`src/design/cache_params.svh`:
```
`ifndef CACHE_PARAMS_SVH
`define CACHE_PARAMS_SVH

// ##########################################################################
// Cache geometry.
// ##########################################################################

`define CACHE_OFFSET_W 5
`define CACHE_INDEX_W  4
`define CACHE_TAG_W    23
`define CACHE_WAYS     4
`define CACHE_SETS     16
`define CACHE_LINE_W   256   // Bits per line.
`define CACHE_MASK_W   32    // One enable per byte.

// ##########################################################################
// APB register map.
// ##########################################################################

`define CACHE_REG_CTRL   32'h0000_0000
`define CACHE_REG_HITS   32'h0000_0004
`define CACHE_REG_MISSES 32'h0000_0008
`define CACHE_REG_WBACKS 32'h0000_000C

`endif

```
`src/design/cache_apb_regs.sv`:
```
`timescale 1ns/1ps

`include "cache_params.svh"

module cache_apb_regs (
    input  logic        clk,
    input  logic        rst,
    input  logic        psel,
    input  logic        penable,
    input  logic        pwrite,
    input  logic [31:0] paddr,
    input  logic [31:0] pwdata,
    output logic [31:0] prdata,
    input  logic        hit_evt,
    input  logic        miss_evt,
    input  logic        wback_evt
);

    logic        count_en;
    logic        ctrl_wr;
    logic        clear;
    logic [2:0]  evt;
    logic [31:0] cnt_q [3];   // Hits, misses, write-backs.

    // Writes land at the end of the access phase.
    assign ctrl_wr = psel && penable && pwrite && (paddr == `CACHE_REG_CTRL);
    assign clear   = ctrl_wr && pwdata[1];
    assign evt     = {wback_evt, miss_evt, hit_evt};

    always_ff @(posedge clk) begin
        if (rst) begin
            count_en <= 1'b1;
        end else if (ctrl_wr) begin
            count_en <= pwdata[0];
        end
    end

    always_ff @(posedge clk) begin
        if (rst) begin
            for (int c = 0; c < 3; c++) begin
                cnt_q[c] <= '0;
            end
        end else begin
            for (int c = 0; c < 3; c++) begin
                if (clear) begin
                    cnt_q[c] <= '0;   // Clear beats a same-cycle event.
                end else if (count_en && evt[c]) begin
                    cnt_q[c] <= cnt_q[c] + 32'd1;
                end
            end
        end
    end

    // Read mux. Clear bit always reads as zero.
    always_comb begin
        case (paddr)
            `CACHE_REG_CTRL:   prdata = {31'd0, count_en};
            `CACHE_REG_HITS:   prdata = cnt_q[0];
            `CACHE_REG_MISSES: prdata = cnt_q[1];
            `CACHE_REG_WBACKS: prdata = cnt_q[2];
            default:           prdata = 32'd0;
        endcase
    end

endmodule

```
`config.mk`:
```
export PLATFORM = sky130hd
export DESIGN_NAME = cache_apb_regs
export DESIGN_NICKNAME = d
export VERILOG_FILES = /design/src/design/cache_apb_regs.sv
export VERILOG_INCLUDE_DIRS = /design/src /design/src/design
export SDC_FILE = /design/constraint.sdc
export NUM_CORES = 1
export LEC_CHECK = 0
export BUFFER_PORTS_ARGS = -buffer_cell sky130_fd_sc_hd__buf_2
export CAP_MARGIN = 25
export CORE_MARGIN = 2
export CORE_UTILIZATION = 39
export DETAILED_ROUTE_END_ITERATION = 8
export HOLD_SLACK_MARGIN = 0.12
export PLACE_DENSITY = 0.61
export SETUP_SLACK_MARGIN = 0.5
export SKIP_LAST_GASP = 1
export SYNTH_ARGS = -nofsm -noshare
export SYNTH_HDL_FRONTEND = slang
export SYNTH_SLANG_ARGS = --single-unit
```
`constraint.sdc`:
```
create_clock -name clk -period 2.55 [get_ports clk]
set_input_delay 0.51 -clock clk [delete_from_list [all_inputs] [get_ports clk]]
set_output_delay 0.51 -clock clk [all_outputs]
set_load 0.005 [all_outputs]
```
# Word-level counts from Yosys, hierarchy flattened
# Memories as Yosys holds them, arrays and structs flattened.
# Index checks and enable logic that the tools add are counted.
classes:
  n_mux: 24
  addsub: 3
  n_bitwise: 6
  n_eq_ne: 3
  reduce_logical: 8
ops:
  columns: ["op", "n"]
  rows:
  - ["two-way mux 32 bit", 6]
  - ["one-hot mux 32 bit (4 select lines)", 1]
  - ["adder 32 x 1 -> 32 bit, second input constant", 3]
  - ["== test 32 x 4 -> 1 bit, second input constant", 2]
  - ["== test 32 x 3 -> 1 bit, second input constant", 1]
  - ["zero test 32 bit", 1]
  - ["two-way mux 1 bit", 17]
  - ["logical AND 1 bit", 7]
  - ["OR 1 bit", 6]
word_totals:
  inputBits: 72
  ram_bits: 96
  output_inout_bits: 32
  memories: 1
  wordCells: 46
  reg_bits: 1
memory_table:
  columns: ["memory", "depth", "word_bits", "read_ports", "rd_clocked_by_memory_dff", "wr", "line", "rtl"]
  rows:
  - ["cnt_q", 3, 32, 3, 0, 3, "cache_apb_regs.sv:23", "logic [31:0] cnt_q [3];"]

# Depth between registers and ports, before layout
depth:
  depth_word: 9
  mapped_depth: 7
  depth_no_buf: 6

# Least setup slack after synthesis
# OpenSTA, ideal clock, no wires.
synth_path:
  kind: "input-to-reg"
  from: "input port paddr[2]"
  to: "memory cnt_q[1][0] (enable)"
  setup_ns: 0.478
  slack_ns: 0.260
  t_arrival_ns: 1.811
  path_buffers: 1
  path_stages: 5
  required_ns: 2.072
  cell_sequence: "clkbuf_1 -> nand4b_1 -> nor2_1 -> a31oi_1 -> nand2_1"
synth_lines:
  columns: ["element", "line", "rtl"]
  rows:
  - ["from (decl)", "cache_apb_regs.sv:11", "input logic [31:0] paddr,"]
  - ["to (decl)", "cache_apb_regs.sv:23", null]

# Worst setup path after layout
layout_path:
  from: "input port paddr[18]"
  to: "output port prdata[18]"
layout_between:
  elab_chain_cells: 2
  word_cells_on_any_way: 5
  cone_classes: "eq/ne: 3; mux: 1; reduce/logical: 1"
layout_rtl:
  columns: ["element", "line", "rtl"]
  rows:
  - ["== test 32 x 4 -> 1 bit (tied with other cells)", "cache_apb_regs.sv:56", "case (paddr)"]
  - ["one-hot mux 32 bit (4 select lines) *", "cache_apb_regs.sv:56", null]
  - ["to (decl)", "cache_apb_regs.sv:13", "output logic [31:0] prdata,"]
# Every way passes the cells marked *; elsewhere a longest branch is shown, timed or not.

==> results.py <==
metrics = {
    "status": {
        "status": "finished, final reports clean",
    },
    "synthesis": {
        "yosys.area.top_type_share": 0.481,
        "synth-compound-area-share": 0.0501,
        "ys_types": 35,
        "yosysWarnings": 0,
        "yosysTopAreaCell": "edfxtp_1",
        "syn-cell-area_um2": 6000,
        "synth_cells": 614,
        "synth_simple_gate_area_frac": 0.250,
        "muxShareOfSynthArea": 0.0582,
        "synth_top_family_by_area": "simple AND/OR/NAND/NOR gates",
        "synth-xor-area-share": 0.128,
        "ys_ff_latch": 97,
        "syn_nets": 689,
        "ys_seq_area_frac": 0.484,
        "avgSynthCellArea_um2": 9.77,
        "ys_top_cells_by_area": "edfxtp_1, nor2_1, xor2_1",
        "synthAdderAreaFrac": 0.00626,
    },
    "cts": {
        "htree_levels": 3,
        "cts-root-buf": "clkbuf_16",
        "cts_sinks": 97,
        "cts_tree": "built",
        "clk_latency_ps": 360,
        "cts.clk_slew.worst_paths_ps": 60,
        "clk_path_buf_depth": 2,
        "cts_buffers": 9,
    },
    "die": {
        "start_util": 0.398,
        "core_um2": 15100,
        "die_w_um": 128,
        "dieArea_um2": 16400,
        "num_rows": 45,
        "io_pins": 104,
        "die_h_um": 128,
    },
    "global_route": {
        "grt_start_max_net_pins": 33,
        "grt_usage": 0.199,
        "antenna_found_initial": 0,
        "overflow": 0,
        "first_global_vias": 4998,
        "grt_pass1_wl_um": 25500,
    },
    "sta": {
        "hold_viol": 0,
        "whs_ps": 384,
        "maxSlewViolCount": 0,
        "setup_tns_ps": 0,
        "slew_headroom": 0.630,
        "rsz0062_at_grt": "yes",
        "fmax_ghz": 0.436,
        "worst_pin_slew_ps": 554,
        "final.setup.worst_slack_ps": 257,
        "clock_skew_ps": 6.54,
        "finalCritPeriodShare": 0.899,
        "period_needed_ps": 2290,
        "setup_violations": 0,
    },
    "power_and_ir_drop": {
        "power_frac_clock": 0.361,
        "leakage_nw": 3.02,
        "peakVddDrop_uv": 378,
        "p_seq_frac": 0.495,
        "p_int_mw": 2.99,
        "comb_power_share": 0.144,
        "sw_frac_of_total": 0.260,
        "cellPowerDensity_nw_per_um2": 468,
        "switching_power_mw": 1.05,
        "totalPowerFinal_mw": 4.04,
    },
    "hold_path": {
        "hold_class": "in2reg",
    },
    "critical_path": {
        "crit_required_ps": 2040,
        "r2r_cells": 7,
        "worst-setup-path-type": "in2out",
        "cp-end-kind": "primary output",
        "worstPathMaxFanout": 7,
        "cp-startpoint": "paddr[18]",
        "rr_endpoint": "cnt_q[1][19]",
        "endpoint": "prdata[18]",
        "start_kind": "input pin",
        "reg2reg_slack_ps": 390,
        "r2r_start": "cnt_q[1][6]",
        "critical_path_arrival_ps": 1780,
    },
    "place": {
        "place.gp.congestion": 0.857,
        "io_buffers": 73,
        "place_hpwl_um": 11000,
        "pre_cts_ws_ps": 187,
    },
    "detailed_routing": {
        "avgRoutedWirePerCell_um": 18.8,
        "drt-initial-drc-count": 344,
        "postRouteAntennaNets": 0,
        "vias_per_cell": 5.66,
        "drc_errors": 0,
        "dr.pass1.iters": 5,
        "num_vias": 5295,
        "wl_um": 17600,
    },
    "finish": {
        "fin_nets": 818,
        "final_cell_mix": "edfxtp_1, nor2_4, buf_2",
        "diodes": 0,
        "drive_gt1_frac": 0.417,
        "multi_input_area_um2": 3870,
        "syn2layout_area_growth_pct": 44.0,
        "n_fill_cell": 1263,
        "final-seq-area_um2": 2900,
        "layout_commonest_cell": "edfxtp_1",
    },
    "job": {
        "cap_violations": 0,
    },
}
-- worst max-delay path, stage by stage --
cell	delay, ps
buf_6	90
nor4_2	270
nand4_1	140
or2_4	370
buf_16	190
nor2_4	90
buf_2	110
-- flip-flops by register name (all words and copies together) (netlist names) --
name	count
count_en	1
cnt_q	96
-- kinds of logic after synthesis --
group	count (synthesis)
fa+ha+maj	3
buf+inv	37
mux	30
xor+xnor	88
flops	97
compound gates	43
simple gates	316
-- worst min path at each step --
stage / start / end / slack [ps] / cells past startpoint
finish: pwdata[0] / count_en / 380 / 3
global route: pwdata[0] / count_en / 400 / 3
CTS: pwdata[0] / count_en / 370 / 3
detailed placement: count_en / count_en / 540 / 2
global placement: count_en / count_en / 520 / 2
floorplan: count_en / count_en / 470 / 2
-- what timing repair did --
| item | in CTS | in global routing |
|---|---|---|
| gates resized for setup | 25 | 142 |
| endpoints found under the setup margin | 44 | 103 |
| cloned | 2 | 8 |
| hold buffers | 0 | 0 |
| buffers inserted | 17 | 18 |
| pin swaps | 9 | 70 |
-- per-layer routing --
layer / up-vias / part of all wire / global-route usage
met2: 175 / 0.50 / 0.322
met4: 0 / 0.032 / 0.0782
met1: 2589 / 0.42 / 0.269
met3: 41 / 0.046 / 0.0301
met5: - / 0 / 0
li1: 2490 / - / -
-- power groups by stage --
stage	Combinational (mW)	Clock (mW)	Sequential, mW
after floorplan	0.275	0	1.99
after detailed placement	0.403	0	2.03
after global placement	0.396	0	2.03
final	0.584	1.46	2.00
after CTS	0.441	1.48	1.99
after global routing	0.622	1.54	2.01
-- cell usage after synthesis (all sizes together) --
| library cell | n |
|---|---|
| o31ai | 2 |
| buf | 4 |
| edfxtp | 96 |
| xnor2 | 39 |
| xor2 | 49 |
| nor3b | 1 |
| mux2 | 29 |
| or2 | 2 |
| inv | 9 |
| nor2b | 1 |
| mux4 | 1 |
| nor2 | 148 |
| or4 | 3 |
| clkbuf | 24 |
| and4 | 7 |
| or3 | 1 |
| nor4 | 23 |
| a21oi | 2 |
| dfxtp | 1 |
| nand4b | 1 |
| nand2 | 43 |
| nand4 | 32 |
| ha | 3 |
| nor3 | 9 |
| o21ai | 6 |
| nand3 | 31 |
| a22oi | 31 |
| a31oi | 2 |
| and3 | 10 |
| and2 | 4 |
-- stage by stage --
stage | cell area (um2) | util | std cells
final | 8640 | 0.572 | 936
after global routing | 8640 | 0.572 | 936
after CTS | 7730 | 0.512 | 910
after detailed placement | 7120 | 0.472 | 875
after global placement | 7120 | 0.472 | 875
after floorplan | 6460 | - | 614
-- area by class of cell --
cell class / instances / share of cell area
flip-flops and latches: 97 / 0.336
multi-input cells: 480 / 0.448
repair buffers: 146 / 0.148
well taps: 188 / 0.0272
inverters: 9 / 0.00391
clock buffers: 10 / 0.0265
clock inverters: 6 / 0.00956
No activity file was read; power rests on OpenSTA's default activity.
