==> src/design/cache_params.svh <==
`ifndef CACHE_PARAMS_SVH
`define CACHE_PARAMS_SVH

// ##########################################################################
// Cache geometry.
// ##########################################################################

`define CACHE_OFFSET_W 5
`define CACHE_INDEX_W  4
`define CACHE_TAG_W    23
`define CACHE_WAYS     4
`define CACHE_SETS     16
`define CACHE_LINE_W   256   // Bits per line.
`define CACHE_MASK_W   32    // One enable per byte.

// ##########################################################################
// APB register map.
// ##########################################################################

`define CACHE_REG_CTRL   32'h0000_0000
`define CACHE_REG_HITS   32'h0000_0004
`define CACHE_REG_MISSES 32'h0000_0008
`define CACHE_REG_WBACKS 32'h0000_000C

`endif

==> src/design/cache_pkg.sv <==
`include "cache_params.svh"

package cache_pkg;

    // Data array write source.
    typedef enum logic {
        DATA_SRC_CPU = 1'b0,   // CPU data under byte enable.
        DATA_SRC_MEM = 1'b1    // Memory line, all bytes.
    } data_src_e;

    // Target way for data, dirty and PLRU updates.
    typedef enum logic {
        WAY_HIT    = 1'b0,
        WAY_VICTIM = 1'b1
    } way_sel_e;

    typedef enum logic {
        PMEM_ADDR_CPU    = 1'b0,  // CPU line address.
        PMEM_ADDR_VICTIM = 1'b1   // Victim tag with current index.
    } pmem_addr_sel_e;

    typedef enum logic {
        RDATA_WAY  = 1'b0,
        RDATA_PMEM = 1'b1
    } rdata_sel_e;

    typedef struct packed {
        logic [`CACHE_TAG_W-1:0]    tag;
        logic [`CACHE_INDEX_W-1:0]  index;
        logic [`CACHE_OFFSET_W-1:0] offset;
    } cache_addr_fields_t;

    // CPU address, raw or split.
    typedef union packed {
        logic [31:0]        raw;
        cache_addr_fields_t f;
    } cache_addr_u;

endpackage

==> src/design/cache_control.sv <==
`timescale 1ns/1ps

module cache_control (
    input  logic                            clk,
    input  logic                            rst,

    input  logic                            mem_read,
    input  logic                            mem_write,
    output logic                            mem_resp,

    output logic                            pmem_read,
    output logic                            pmem_write,
    input  logic                            pmem_resp,

    input  logic                            hit,
    input  logic                            victim_dirty,

    output logic                            ld_tag,
    output logic                            ld_valid,
    output logic                            ld_dirty,
    output logic                            ld_data,
    output logic                            ld_plru,
    output logic                            dirty_val,
    output cache_pkg::data_src_e            data_src,
    output cache_pkg::way_sel_e             data_way,
    output cache_pkg::way_sel_e             dirty_way,
    output cache_pkg::way_sel_e             plru_way,
    output cache_pkg::pmem_addr_sel_e       pmem_addr_sel,
    output cache_pkg::rdata_sel_e           rdata_sel,

    output logic                            hit_evt,
    output logic                            miss_evt,
    output logic                            wback_evt
);

    typedef enum logic [2:0] {
        ST_IDLE,
        ST_SETTLE,
        ST_COMPARE,
        ST_WRITEBACK,
        ST_FILL,
        ST_REFILL
    } state_e;

    state_e state_q;
    state_e state_d;
    logic   missed_q;   // Current request already counted as a miss.

    always_ff @(posedge clk) begin
        if (rst) begin
            state_q  <= ST_IDLE;
            missed_q <= 1'b0;
        end else begin
            state_q <= state_d;
            if (state_q == ST_COMPARE) begin
                missed_q <= !hit;
            end
        end
    end

    // ######################################################################
    // Next state and outputs.
    // ######################################################################

    always_comb begin
        state_d       = state_q;
        mem_resp      = 1'b0;
        pmem_read     = 1'b0;
        pmem_write    = 1'b0;
        ld_tag        = 1'b0;
        ld_valid      = 1'b0;
        ld_dirty      = 1'b0;
        ld_data       = 1'b0;
        ld_plru       = 1'b0;
        dirty_val     = 1'b0;
        data_src      = cache_pkg::DATA_SRC_CPU;
        data_way      = cache_pkg::WAY_HIT;
        dirty_way     = cache_pkg::WAY_HIT;
        plru_way      = cache_pkg::WAY_HIT;
        pmem_addr_sel = cache_pkg::PMEM_ADDR_CPU;
        rdata_sel     = cache_pkg::RDATA_WAY;
        hit_evt       = 1'b0;
        miss_evt      = 1'b0;
        wback_evt     = 1'b0;

        unique case (state_q)
            ST_IDLE: begin
                if (mem_read || mem_write) begin
                    state_d = ST_SETTLE;
                end
            end
            ST_SETTLE: state_d = ST_COMPARE;   // Arrays read this cycle.
            ST_COMPARE: begin
                if (hit) begin
                    mem_resp = 1'b1;
                    ld_plru  = 1'b1;
                    hit_evt  = !missed_q;
                    if (mem_write) begin
                        ld_data   = 1'b1;
                        ld_dirty  = 1'b1;
                        dirty_val = 1'b1;
                    end
                    state_d = ST_IDLE;
                end else begin
                    miss_evt  = !missed_q;
                    wback_evt = victim_dirty;
                    state_d   = victim_dirty ? ST_WRITEBACK : ST_FILL;
                end
            end
            ST_WRITEBACK: begin
                pmem_write    = 1'b1;
                pmem_addr_sel = cache_pkg::PMEM_ADDR_VICTIM;
                if (pmem_resp) begin
                    state_d = ST_FILL;
                end
            end
            ST_FILL: begin
                pmem_read = 1'b1;
                rdata_sel = cache_pkg::RDATA_PMEM;
                if (pmem_resp) begin
                    // Install the line clean in the victim way.
                    ld_tag    = 1'b1;
                    ld_valid  = 1'b1;
                    ld_data   = 1'b1;
                    ld_dirty  = 1'b1;
                    ld_plru   = 1'b1;
                    data_src  = cache_pkg::DATA_SRC_MEM;
                    data_way  = cache_pkg::WAY_VICTIM;
                    dirty_way = cache_pkg::WAY_VICTIM;
                    plru_way  = cache_pkg::WAY_VICTIM;
                    state_d   = ST_REFILL;
                end
            end
            ST_REFILL: state_d = ST_COMPARE;
            default:   state_d = ST_IDLE;
        endcase
    end

endmodule

==> config.mk <==
export PLATFORM = sky130hd
export DESIGN_NAME = cache_control
export DESIGN_NICKNAME = d
export VERILOG_FILES = /design/src/design/cache_pkg.sv /design/src/design/cache_control.sv
export VERILOG_INCLUDE_DIRS = /design/src /design/src/design
export SDC_FILE = /design/constraint.sdc
export NUM_CORES = 1
export LEC_CHECK = 0
export ABC_AREA = 1
export BUFFER_PORTS_ARGS = -buffer_cell sky130_fd_sc_hd__clkbuf_2
export CAP_MARGIN = 20
export CORE_AREA = 2 2 39 41
export CTS_BUF_LIST = sky130_fd_sc_hd__clkbuf_4
export DETAILED_ROUTE_END_ITERATION = 10
export DIE_AREA = 0 0 41 43
export RECOVER_POWER = 50
export SLEW_MARGIN = 5
export SYNTH_ARGS = -nofsm -noshare
export SYNTH_HDL_FRONTEND = slang
export SYNTH_SLANG_ARGS = --single-unit
export TNS_END_PERCENT = 20
==> constraint.sdc <==
create_clock -name clk -period 4.3 [get_ports clk]
set_clock_uncertainty 0.15 [all_clocks]
set_input_delay 0.86 -clock clk [delete_from_list [all_inputs] [get_ports clk]]
set_output_delay 0.86 -clock clk [all_outputs]
set_load 0.05 [all_outputs]
Word level (Yosys, flattened, before mapping)

Index checks and enable logic that the tools add are counted.

Add/subtract/negate cells: 0
Divide/modulo/power cells: 0
$lt $le $gt $ge: 0
Bitwise operators: 0
Multiplexer cells: 23
Reductions and logical operators: 6
Shift operators: 0
Multiply operators: 0
Equality and inequality tests: 8

Operator list:

| operator                                                              | number |
|---|---|
| 1-bit 2-to-1 mux                                                      | 15 |
| 3-bit 2-to-1 mux                                                      | 5 |
| 3-bit case mux with 5 select lines                                    | 1 |
| 3-bit by 2-bit equality test with 1-bit output, second input constant | 2 |
| 3-bit equality test, second input constant                            | 2 |
| 2-bit inequality test, second input constant                          | 3 |
| 1-bit case mux with 2 select lines                                    | 2 |
| 3-bit by 1-bit equality test with 1-bit output, second input constant | 1 |
| 3-bit logical NOT                                                     | 1 |
| 3-bit AND reduction                                                   | 1 |
| 1-bit logical NOT                                                     | 2 |
| 2-bit OR reduction                                                    | 1 |
| 1-bit logical OR                                                      | 1 |

Bits in writable memories: 0
Output and inout port bits: 18
Input port bits: 7
Memories kept: 0
Bits in latches: 0
Memory bits (read-only): 0
Logic and storage cells: 39
Flip-flop bits (word level): 4

Logic depth before layout (Yosys ltp)

Gate-level depths: netlist (run 1).

Word-level depth: 3
Depth in mapped cells: 7
Mapped depth without buffers: 7

Worst setup path before layout (run 1)

OpenSTA, ideal clock, no wires.

Kind: input to output
From: in hit
To: out ld_dirty
Required time: 3290 ps
Stages: 3
Path buffers: 1
Arrival time: 2161 ps
Path slack: 1129 ps
Cells stage by stage: nand3_1 -> o22ai_1 -> buf_4

Longest elaborated chain between the ends: 2

RTL lines:

| what                               | line                | RTL |
|---|---|---|
| start: declaration                 | cache_control.sv:15 | `input logic hit,` |
| 1-bit 2-to-1 mux                   | n/a                 |  |
| 1-bit case mux with 2 select lines | n/a                 |  |
| end: declaration                   | cache_control.sv:20 | `output logic ld_dirty,` |

Every way passes these cells.

Worst setup path after layout (run 1)

From: in hit
To: out hit_evt

Longest elaborated chain between the ends: 2

RTL lines:

| what             | line                | RTL |
|---|---|---|
| 1-bit 2-to-1 mux | cache_control.sv:94 | `if (hit) begin` |
| 1-bit 2-to-1 mux | cache_control.sv:86 | `unique case (state_q)` |
| end: declaration | cache_control.sv:31 | `output logic hit_evt,` |

Every way passes these cells.

==> flow_summary.json, run 1 <==
{
  "ys_async_sr_fraction": 0,
  "worstPathCellList": "clkbuf_1 -> nand3_1 -> nor2_1 -> clkbuf_1",
  "tritoncts": "yes",
  "min_period_over_period": 0.654,
  "syn_avg_cell_area_um2": 6.10,
  "tns_ns": 0,
  "synth_commonest_cells": "inv_1 (13), buf_4 (8), nand2_1 (8)",
  "synth_top_cell_by_area": "dfxtp_1",
  "cts_resized": 0,
  "gp_congestion": 0.684,
  "power_density_nw_per_um2": 390,
  "power.total_uw": 170,
  "synth_area_leaders": "dfxtp_1 (23%), buf_4 (17%), inv_1 (14%), nand2_1 (8.6%), nor2_1 (7.6%)",
  "clock_sinks": 4,
  "synth-edff-count": 0,
  "tightestPinTransition_ns": 0.596,
  "crit_path_frequent_cell": "clkbuf_1",
  "fillers": 162,
  "cts_hold_buffers": 0,
  "via_per_inst": 4.15,
  "critPathMaxFanout": 5,
  "grt_max_degree": 7,
  "post_cts_buffers": 0,
  "dr.pass1.iters": 4,
  "fin_util": 0.315,
  "initial_utilization": 0.251,
  "dp_cells": 89,
  "synthFlopType": "dfxtp_1",
  "drt-initial-drc-count": 7,
  "slew_viol_final": 0,
  "critPathBufInv": 2,
  "yosys_warnings": 0,
  "layout-drive-gt1-share": 0.276,
  "crit_type": "in2out",
  "fin_cells": 92,
  "cts_max_path_buffers": 2,
  "grt_use_total": 0.0944,
  "cp_slowest_cell": "clkbuf_1",
  "end_kind": "output pin",
  "routed_wl_um": 746,
  "place_hpwl_um": 647,
  "relSlewSlack": 0.605,
  "hold_violations": 0,
  "path_clk_slew_ns": 0.03,
  "regArea_um2": 80.1,
  "nNetsFinal": 85,
  "gr-total-overflow": 0,
  "synth-seq-cells": 4,
  "synthToLayoutAreaGrowth_pct": 25.2,
  "port_buffers": 24,
  "cts-root-buf": "clkbuf_4",
  "cellLeakagePower_nw": 0.264,
  "die-area_um2": 1760,
  "syn-num-nets": 64,
  "seq_area_frac_synth": 0.230,
  "antenna_found_initial": 0,
  "row_count": 14,
  "drc": 0,
  "ys_types": 16,
  "h-tree-depth": 1,
  "grt_pass1_wl_um": 1100,
  "wire_per_inst_um": 8.11,
  "rsz0062_at_grt": "false",
  "yosysMostFrequentCell": "inv_1",
  "holdWs_ns": 0.320,
  "finalSetupViolations": 0,
  "cp.required_ns": 3.29,
  "ir_drop_uv": 141,
  "core_area_um2": 1380,
  "n_antenna_cell": 0,
  "num_vias": 382,
  "multi_input_area_um2": 150,
  "synthCells": 57,
  "max_freq_ghz": 0.356,
  "antenna_left": 0,
  "synth_area_um2": 348,
  "dieWidth_um": 41,
  "status": "completed",
  "grt_pass1_vias": 285,
  "clock_latency_ns": 0.23,
  "slowest_delay_ns": 0.48,
  "critPathTopFamily": "buffers and inverters",
  "critPathLaunchType": "primary input",
  "io_pins": 25,
  "numCtsBuffers": 3,
  "yosysTopAreaCellShare": 0.230,
  "hold_class": "reg2reg",
  "cap_violations": 0,
  "finalCriticalPeriod_ns": 2.81,
  "die_height_um": 43,
  "cp_data_arrival_time_ns": 1.80
}
worst reg2reg max path: cells and delay by family, from the launching register on:
kind	cells	cell delay [ns]
compound gates	1	0.07
simple gates	5	0.56
flops	1	0.32
layer usage:
layer	vias to the layer above	GRT usage	wire length, um
met1	157	0.0965	326
met3	0	0.0314	72
li1	206	-	-
met4	0	0.0800	0
met5	-	0	0
met2	19	0.144	347
final timing paths:
kind	end	depth (start not counted)	startpoint	slack [ns]
worst max register to register	state_q[0]	6	state_q[1]	3.10
worst min-delay path	missed_q	2	missed_q	0.32
worst min register to register	missed_q	2	missed_q	0.32
worst max-delay path	hit_evt	4	hit	1.49
cell families (layout without fill, tap and decap cells):
family	count (synthesis)	in the layout	share of synthesized area
AO/OA/AOI/OAI	7	7	0.119
buffers and inverters	22	41	0.324
flip-flops	4	4	0.230
AND/OR/NAND/NOR	24	24	0.327
metrics by stage:
step / area [um2] / worst slack [ns]
finish: 435 / 1.49
global route: 435 / 1.45
CTS: 450 / 1.64
detailed placement: 428 / 1.64
global placement: 428 / 1.67
floorplan: 348 / 1.13
area by class of cell:
class	instances	share of cell area
clock buffers	3	0.0517
inverters	14	0.121
multi-input cells	31	0.345
well taps	16	0.0460
flip-flops and latches	4	0.184
repair buffers	24	0.253
power by group:
group          switching, mW  leakage, nW  internal [mW]
sequential           0.00528       0.0328         0.0429
clock                 0.0130       0.0138         0.0310
combinational         0.0595        0.217         0.0179
state kept, by name, summed over array words and instances, names as in the netlist:
name,flops
state_q,3
missed_q,1
placed cells by master (no fill, tap or decap), types with 2 or more instances in the layout:
cell,netlist,final
clkbuf_4,0,3
dfxtp_1,4,4
clkbuf_1,0,8
nor2_1,7,7
o21ai_0,2,2
a21oi_1,2,2
nand2_1,8,8
nand3_1,5,6
inv_1,13,13
clkbuf_2,0,16
Power figures use the tool's default switching activity.
==> run 2: changes to the inputs <==
Clock period 4.3 ns to 2.9 ns, I/O delays scaled along.
==> run 2 against run 1 <==
  * Flip-flop and latch count unchanged
  * Combinational power grew 49%
  * Critical path depth is 1 higher
  * Power increased by 49%
  * Cell area up 0.86%
  * Worst hold slack is essentially flat
  * Die area unchanged
  * Clock power increased by 48%
  * Routed wire length grew 1.5%
  * Critical endpoint is now mem_resp
  * Worst setup slack lost 0.86 ns
  * Highest routed layer unchanged
==> flow_summary.json, run 2 (synthesized netlist as in run 1, its figures left out) <==
{
  "reg_top3": "state_q: 3 flops, missed_q: 1 flops",
  "ir_drop_uv": 206,
  "wl_met1_um": 330,
  "relSlewSlack": 0.605,
  "dr.pass1.iters": 4,
  "n_antenna_cell": 0,
  "power_density_nw_per_um2": 574,
  "critPathLaunchType": "flop",
  "die_height_um": 43,
  "drt-initial-drc-count": 5,
  "dp_cells": 89,
  "dieWidth_um": 41,
  "row_count": 14,
  "antenna_left": 0,
  "num_vias": 395,
  "min_period_over_period": 0.782,
  "core_area_um2": 1380,
  "routed.top_layer": "met3",
  "r2r_end": "state_q[0]",
  "reg2reg_depth": 6,
  "die-area_um2": 1760,
  "cts_hold_buffers": 0,
  "hold_class": "reg2reg",
  "worst_slack_ns": 0.632,
  "tns_ns": 0,
  "pre_cts_slack_ns": 0.798,
  "io_pins": 25,
  "cellLeakagePower_nw": 0.267,
  "slew_viol_final": 0,
  "gp_congestion": 0.684,
  "regMostFlops": "state_q",
  "rr_startpoint": "state_q[1]",
  "fillers": 166,
  "r2r_slack_ns": 1.65,
  "nNetsFinal": 85,
  "h-tree-depth": 1,
  "path_clk_slew_ns": 0.03,
  "grt_pass1_wl_um": 1140,
  "port_buffers": 24,
  "numCtsBuffers": 3,
  "hold_violations": 0,
  "grt_use_total": 0.0964,
  "fin_cells": 92,
  "cap_violations": 0,
  "dr_wl_met3_um": 74,
  "largest_reg_flops": 3,
  "initial_utilization": 0.251,
  "wl_met2_um": 352,
  "cts_resized": 0,
  "routed_wl_um": 757,
  "drc": 0,
  "gr-total-overflow": 0,
  "tritoncts": "yes",
  "holdWs_ns": 0.320,
  "cp_data_arrival_time_ns": 1.54,
  "cp-endpoint": "mem_resp",
  "finalSetupViolations": 0,
  "regArea_um2": 80.1,
  "cp_slowest_cell": "clkbuf_1",
  "critPathMaxFanout": 5,
  "layout_commonest_cell": "clkbuf_2",
  "grt_pass1_vias": 295,
  "worstPathCellList": "inv_1 -> nor2_4 -> nand3_1 -> inv_1 -> clkbuf_1",
  "fin_util": 0.317,
  "antenna_found_initial": 0,
  "grt_max_degree": 7,
  "cts-root-buf": "clkbuf_4",
  "crit_start": "state_q[1]",
  "dpl_cell_area_um2": 428,
  "layout-drive-gt1-share": 0.289,
  "status": "completed",
  "end_kind": "output pin",
  "place_hpwl_um": 660,
  "tightestPinTransition_ns": 0.596,
  "final_cell_mix": "clkbuf_2 (17), inv_1 (13), nand2_1 (9), nor2_1 (7), clkbuf_1 (7)",
  "crit_path_frequent_cell": "inv_1",
  "cts_max_path_buffers": 2,
  "max_freq_ghz": 0.441,
  "clock_latency_ns": 0.23,
  "crit_type": "reg2out",
  "post_cts_buffers": 0,
  "cp.required_ns": 2.17,
  "clock_sinks": 4,
  "wire_per_inst_um": 8.23,
  "power.total_uw": 252,
  "finalCriticalPeriod_ns": 2.27,
  "multi_input_area_um2": 153,
  "fin_area_um2": 439,
  "synthToLayoutAreaGrowth_pct": 26.3,
  "via_per_inst": 4.29,
  "rsz0062_at_grt": "false",
  "slowest_delay_ns": 0.47
}
[run 2: layer usage]
metal	vias to the layer above	GRT usage
met5	-	0
met4	0	0.0800
met3	0	0.0314
met2	17	0.147
met1	170	0.0997
li1	208	-
[run 2: cell type report]
cell class / instances / share of cell area
Clock buffer: 3 / 0.0513
Inverter: 14 / 0.120
Multi-Input combinational cell: 31 / 0.348
Sequential cell: 4 / 0.182
Tap cell: 16 / 0.0456
Timing Repair Buffer: 24 / 0.254
[run 2: worst min path at each step]
stage	start	to	slack, ns	cells past startpoint
finish	missed_q	missed_q	0.32	2
global route	missed_q	missed_q	0.36	2
CTS	missed_q	missed_q	0.32	2
detailed placement	missed_q	missed_q	0.32	2
global placement	missed_q	missed_q	0.32	2
floorplan	missed_q	missed_q	0.30	2
[run 2: report_power, final]
part           leakage (nW)  switching, mW  total, mW  internal [mW]
sequential           0.0328        0.00787     0.0715         0.0636
combinational         0.220         0.0886      0.115         0.0266
clock                0.0138         0.0193     0.0653         0.0460
[run 2: critical path: cells and delay by family, from the launching register on]
family | cells | cell delay [ns]
buf+inv | 3 | 0.66
flops | 1 | 0.36
simple gates | 2 | 0.29
==> run 3: changes to the inputs <==
Settings changed: ABC_AREA 1 to 0.
Clock period 2.9 ns to 1.85 ns, I/O delays scaled along.
==> run 3 against run 2 <==
  * Register-to-register slack lost 1.1 ns
  * Worst setup slack worse by 0.61 ns
  * Flip-flop and latch count stayed put
  * Combinational power rose by 20%
  * Non-clock buffer count up 6
  * Via count fell by 2.5%
  * Synthesized area is 1.4% lower
  * Cell area is 39% higher
  * Routed wire length rose by 29%
  * Sequential power up 48%
  * Sequential share of layout area shrank 3.7 points
  * Critical endpoint is now ld_data
  * Core utilization grew 12 points
  * Critical path type unchanged
==> flow_summary.json, run 3 <==
{
  "seq_area_frac_synth": 0.234,
  "synth-edff-count": 0,
  "slew_viol_final": 0,
  "critPathMaxFanout": 5,
  "regMostFlops": "state_q",
  "crit_path_frequent_cell": "nand2_4",
  "clock_sinks": 4,
  "num_vias": 385,
  "drt-initial-drc-count": 8,
  "place_hpwl_um": 697,
  "end_kind": "output pin",
  "grt_pass1_wl_um": 1510,
  "layout_commonest_cell": "clkbuf_2",
  "wire_per_inst_um": 11.2,
  "critPathBufInv": 2,
  "dr_wl_met3_um": 89,
  "synth_top_cell_by_area": "dfxtp_1",
  "port_buffers": 24,
  "h-tree-depth": 1,
  "crit_type": "reg2out",
  "worst_slack_ns": 0.0215,
  "yosysMostFrequentCell": "buf_4",
  "holdWs_ns": 0.189,
  "power_density_nw_per_um2": 587,
  "critPathLaunchType": "flop",
  "finalCriticalPeriod_ns": 1.83,
  "critPathTopFamily": "simple AND/OR/NAND/NOR gates",
  "hold_class": "in2reg",
  "numCtsBuffers": 3,
  "die_height_um": 43,
  "cellLeakagePower_nw": 0.319,
  "regArea_um2": 88.8,
  "routed.top_layer": "met4",
  "row_count": 14,
  "wl_met1_um": 406,
  "final_cell_mix": "clkbuf_2 (10), clkbuf_4 (8), buf_4 (8), nor2_1 (5)",
  "nNetsFinal": 80,
  "status": "completed",
  "ir_drop_uv": 270,
  "tritoncts": "yes",
  "synth_area_um2": 343,
  "reg_top3": "state_q: 3 flops, missed_q: 1 flops",
  "hold_violations": 0,
  "rsz0062_at_grt": "true",
  "dieWidth_um": 41,
  "slowest_delay_ns": 0.36,
  "fin_area_um2": 611,
  "synth_area_leaders": "dfxtp_1 (23%), buf_4 (18%), nor2_1 (6.6%), nand2_2 (5.5%), o311ai_0 (5.1%)",
  "yosys_warnings": 0,
  "grt_max_degree": 7,
  "max_freq_ghz": 0.547,
  "n_antenna_cell": 0,
  "grt_use_total": 0.138,
  "gp_congestion": 0.737,
  "ys_async_sr_fraction": 0,
  "ys_types": 23,
  "largest_reg_flops": 3,
  "cts-root-buf": "clkbuf_4",
  "antenna_found_initial": 0,
  "drc": 0,
  "pre_cts_slack_ns": 0.0785,
  "grt_pass1_vias": 360,
  "die-area_um2": 1760,
  "clock_latency_ns": 0.25,
  "yosysTopAreaCellShare": 0.234,
  "layout-drive-gt1-share": 0.676,
  "io_pins": 25,
  "syn-num-nets": 54,
  "synthToLayoutAreaGrowth_pct": 78.1,
  "core_area_um2": 1380,
  "cts_max_path_buffers": 2,
  "min_period_over_period": 0.988,
  "worstPathCellList": "nor3b_4 -> nand2_2 -> inv_4 -> nand2_4 -> nand2_4 -> clkbuf_16",
  "tightestPinTransition_ns": 0.332,
  "finalSetupViolations": 0,
  "via_per_inst": 4.43,
  "cp_data_arrival_time_ns": 1.31,
  "synthCells": 47,
  "cp.required_ns": 1.33,
  "dpl_cell_area_um2": 457,
  "fillers": 135,
  "dr.pass1.iters": 2,
  "cts_hold_buffers": 0,
  "path_clk_slew_ns": 0.04,
  "relSlewSlack": 0.776,
  "multi_input_area_um2": 205,
  "initial_utilization": 0.248,
  "antenna_left": 0,
  "routed_wl_um": 973,
  "cp_slowest_cell": "dfxtp_4",
  "wl_met2_um": 460,
  "gr-total-overflow": 0,
  "cap_violations": 0,
  "synthFlopType": "dfxtp_1",
  "syn_avg_cell_area_um2": 7.29,
  "synth-seq-cells": 4,
  "synth_commonest_cells": "buf_4 (8), nor2_1 (6), dfxtp_1 (4)"
}
run 3: logic make-up (layout without fill, tap and decap cells):
logic type | after synthesis | in the layout | synth area share
and+or+nand+nor | 23 | 23 | 0.380
buffers and inverters | 13 | 37 | 0.252
AOI/OAI and AO/OA | 7 | 7 | 0.135
DFF | 4 | 4 | 0.234
run 3: worst paths after layout:
kind / slack [ns] / start / cells after the start / to
max: 0.02 / state_q[0] / 6 / ld_data
min: 0.19 / rst / 2 / state_q[2]
max reg2reg: 0.57 / state_q[2] / 3 / state_q[0]
min reg2reg: 0.36 / missed_q / 2 / missed_q
run 3: cell type report:
type | count | share of cell area
clock buffers | 3 | 0.0369
multi-input cells | 30 | 0.336
inverters | 4 | 0.0287
repair buffers | 30 | 0.420
flip-flops and latches | 4 | 0.145
well taps | 16 | 0.0328
run 3: power breakdown:
part           switching (mW)  internal (mW)  total [mW]  leakage, nW
Clock                  0.0417         0.0730       0.115       0.0138
Sequential             0.0107         0.0951       0.106       0.0346
Combinational          0.0815         0.0567       0.138        0.271
Total                   0.134          0.225       0.359        0.319
run 3: per-layer routing:
layer | vias up | global-route usage
met5 | - | 0
met4 | 0 | 0.100
met3 | 2 | 0.0942
met2 | 16 | 0.184
met1 | 169 | 0.147
li1 | 198 | -
run 3: metrics by stage:
stage          TNS [ns]  std cells  power [mW]  utilization
6_report              0         87       0.359        0.441
5_1_grt          -0.221         87       0.382        0.441
3_5_place_dp          0         82       0.218        0.330
3_3_place_gp          0         82       0.217        0.330
4_1_cts         -0.0200         85       0.351        0.420
2_1_floorplan    -0.457         47       0.188            -
run 3: repair_timing:
action,4_1_cts,5_1_grt
pin swaps,2,4
endpoints found under the setup margin,14,13
setup buffers,0,2
gates resized for setup,28,12
endpoints found under the hold margin,0,0
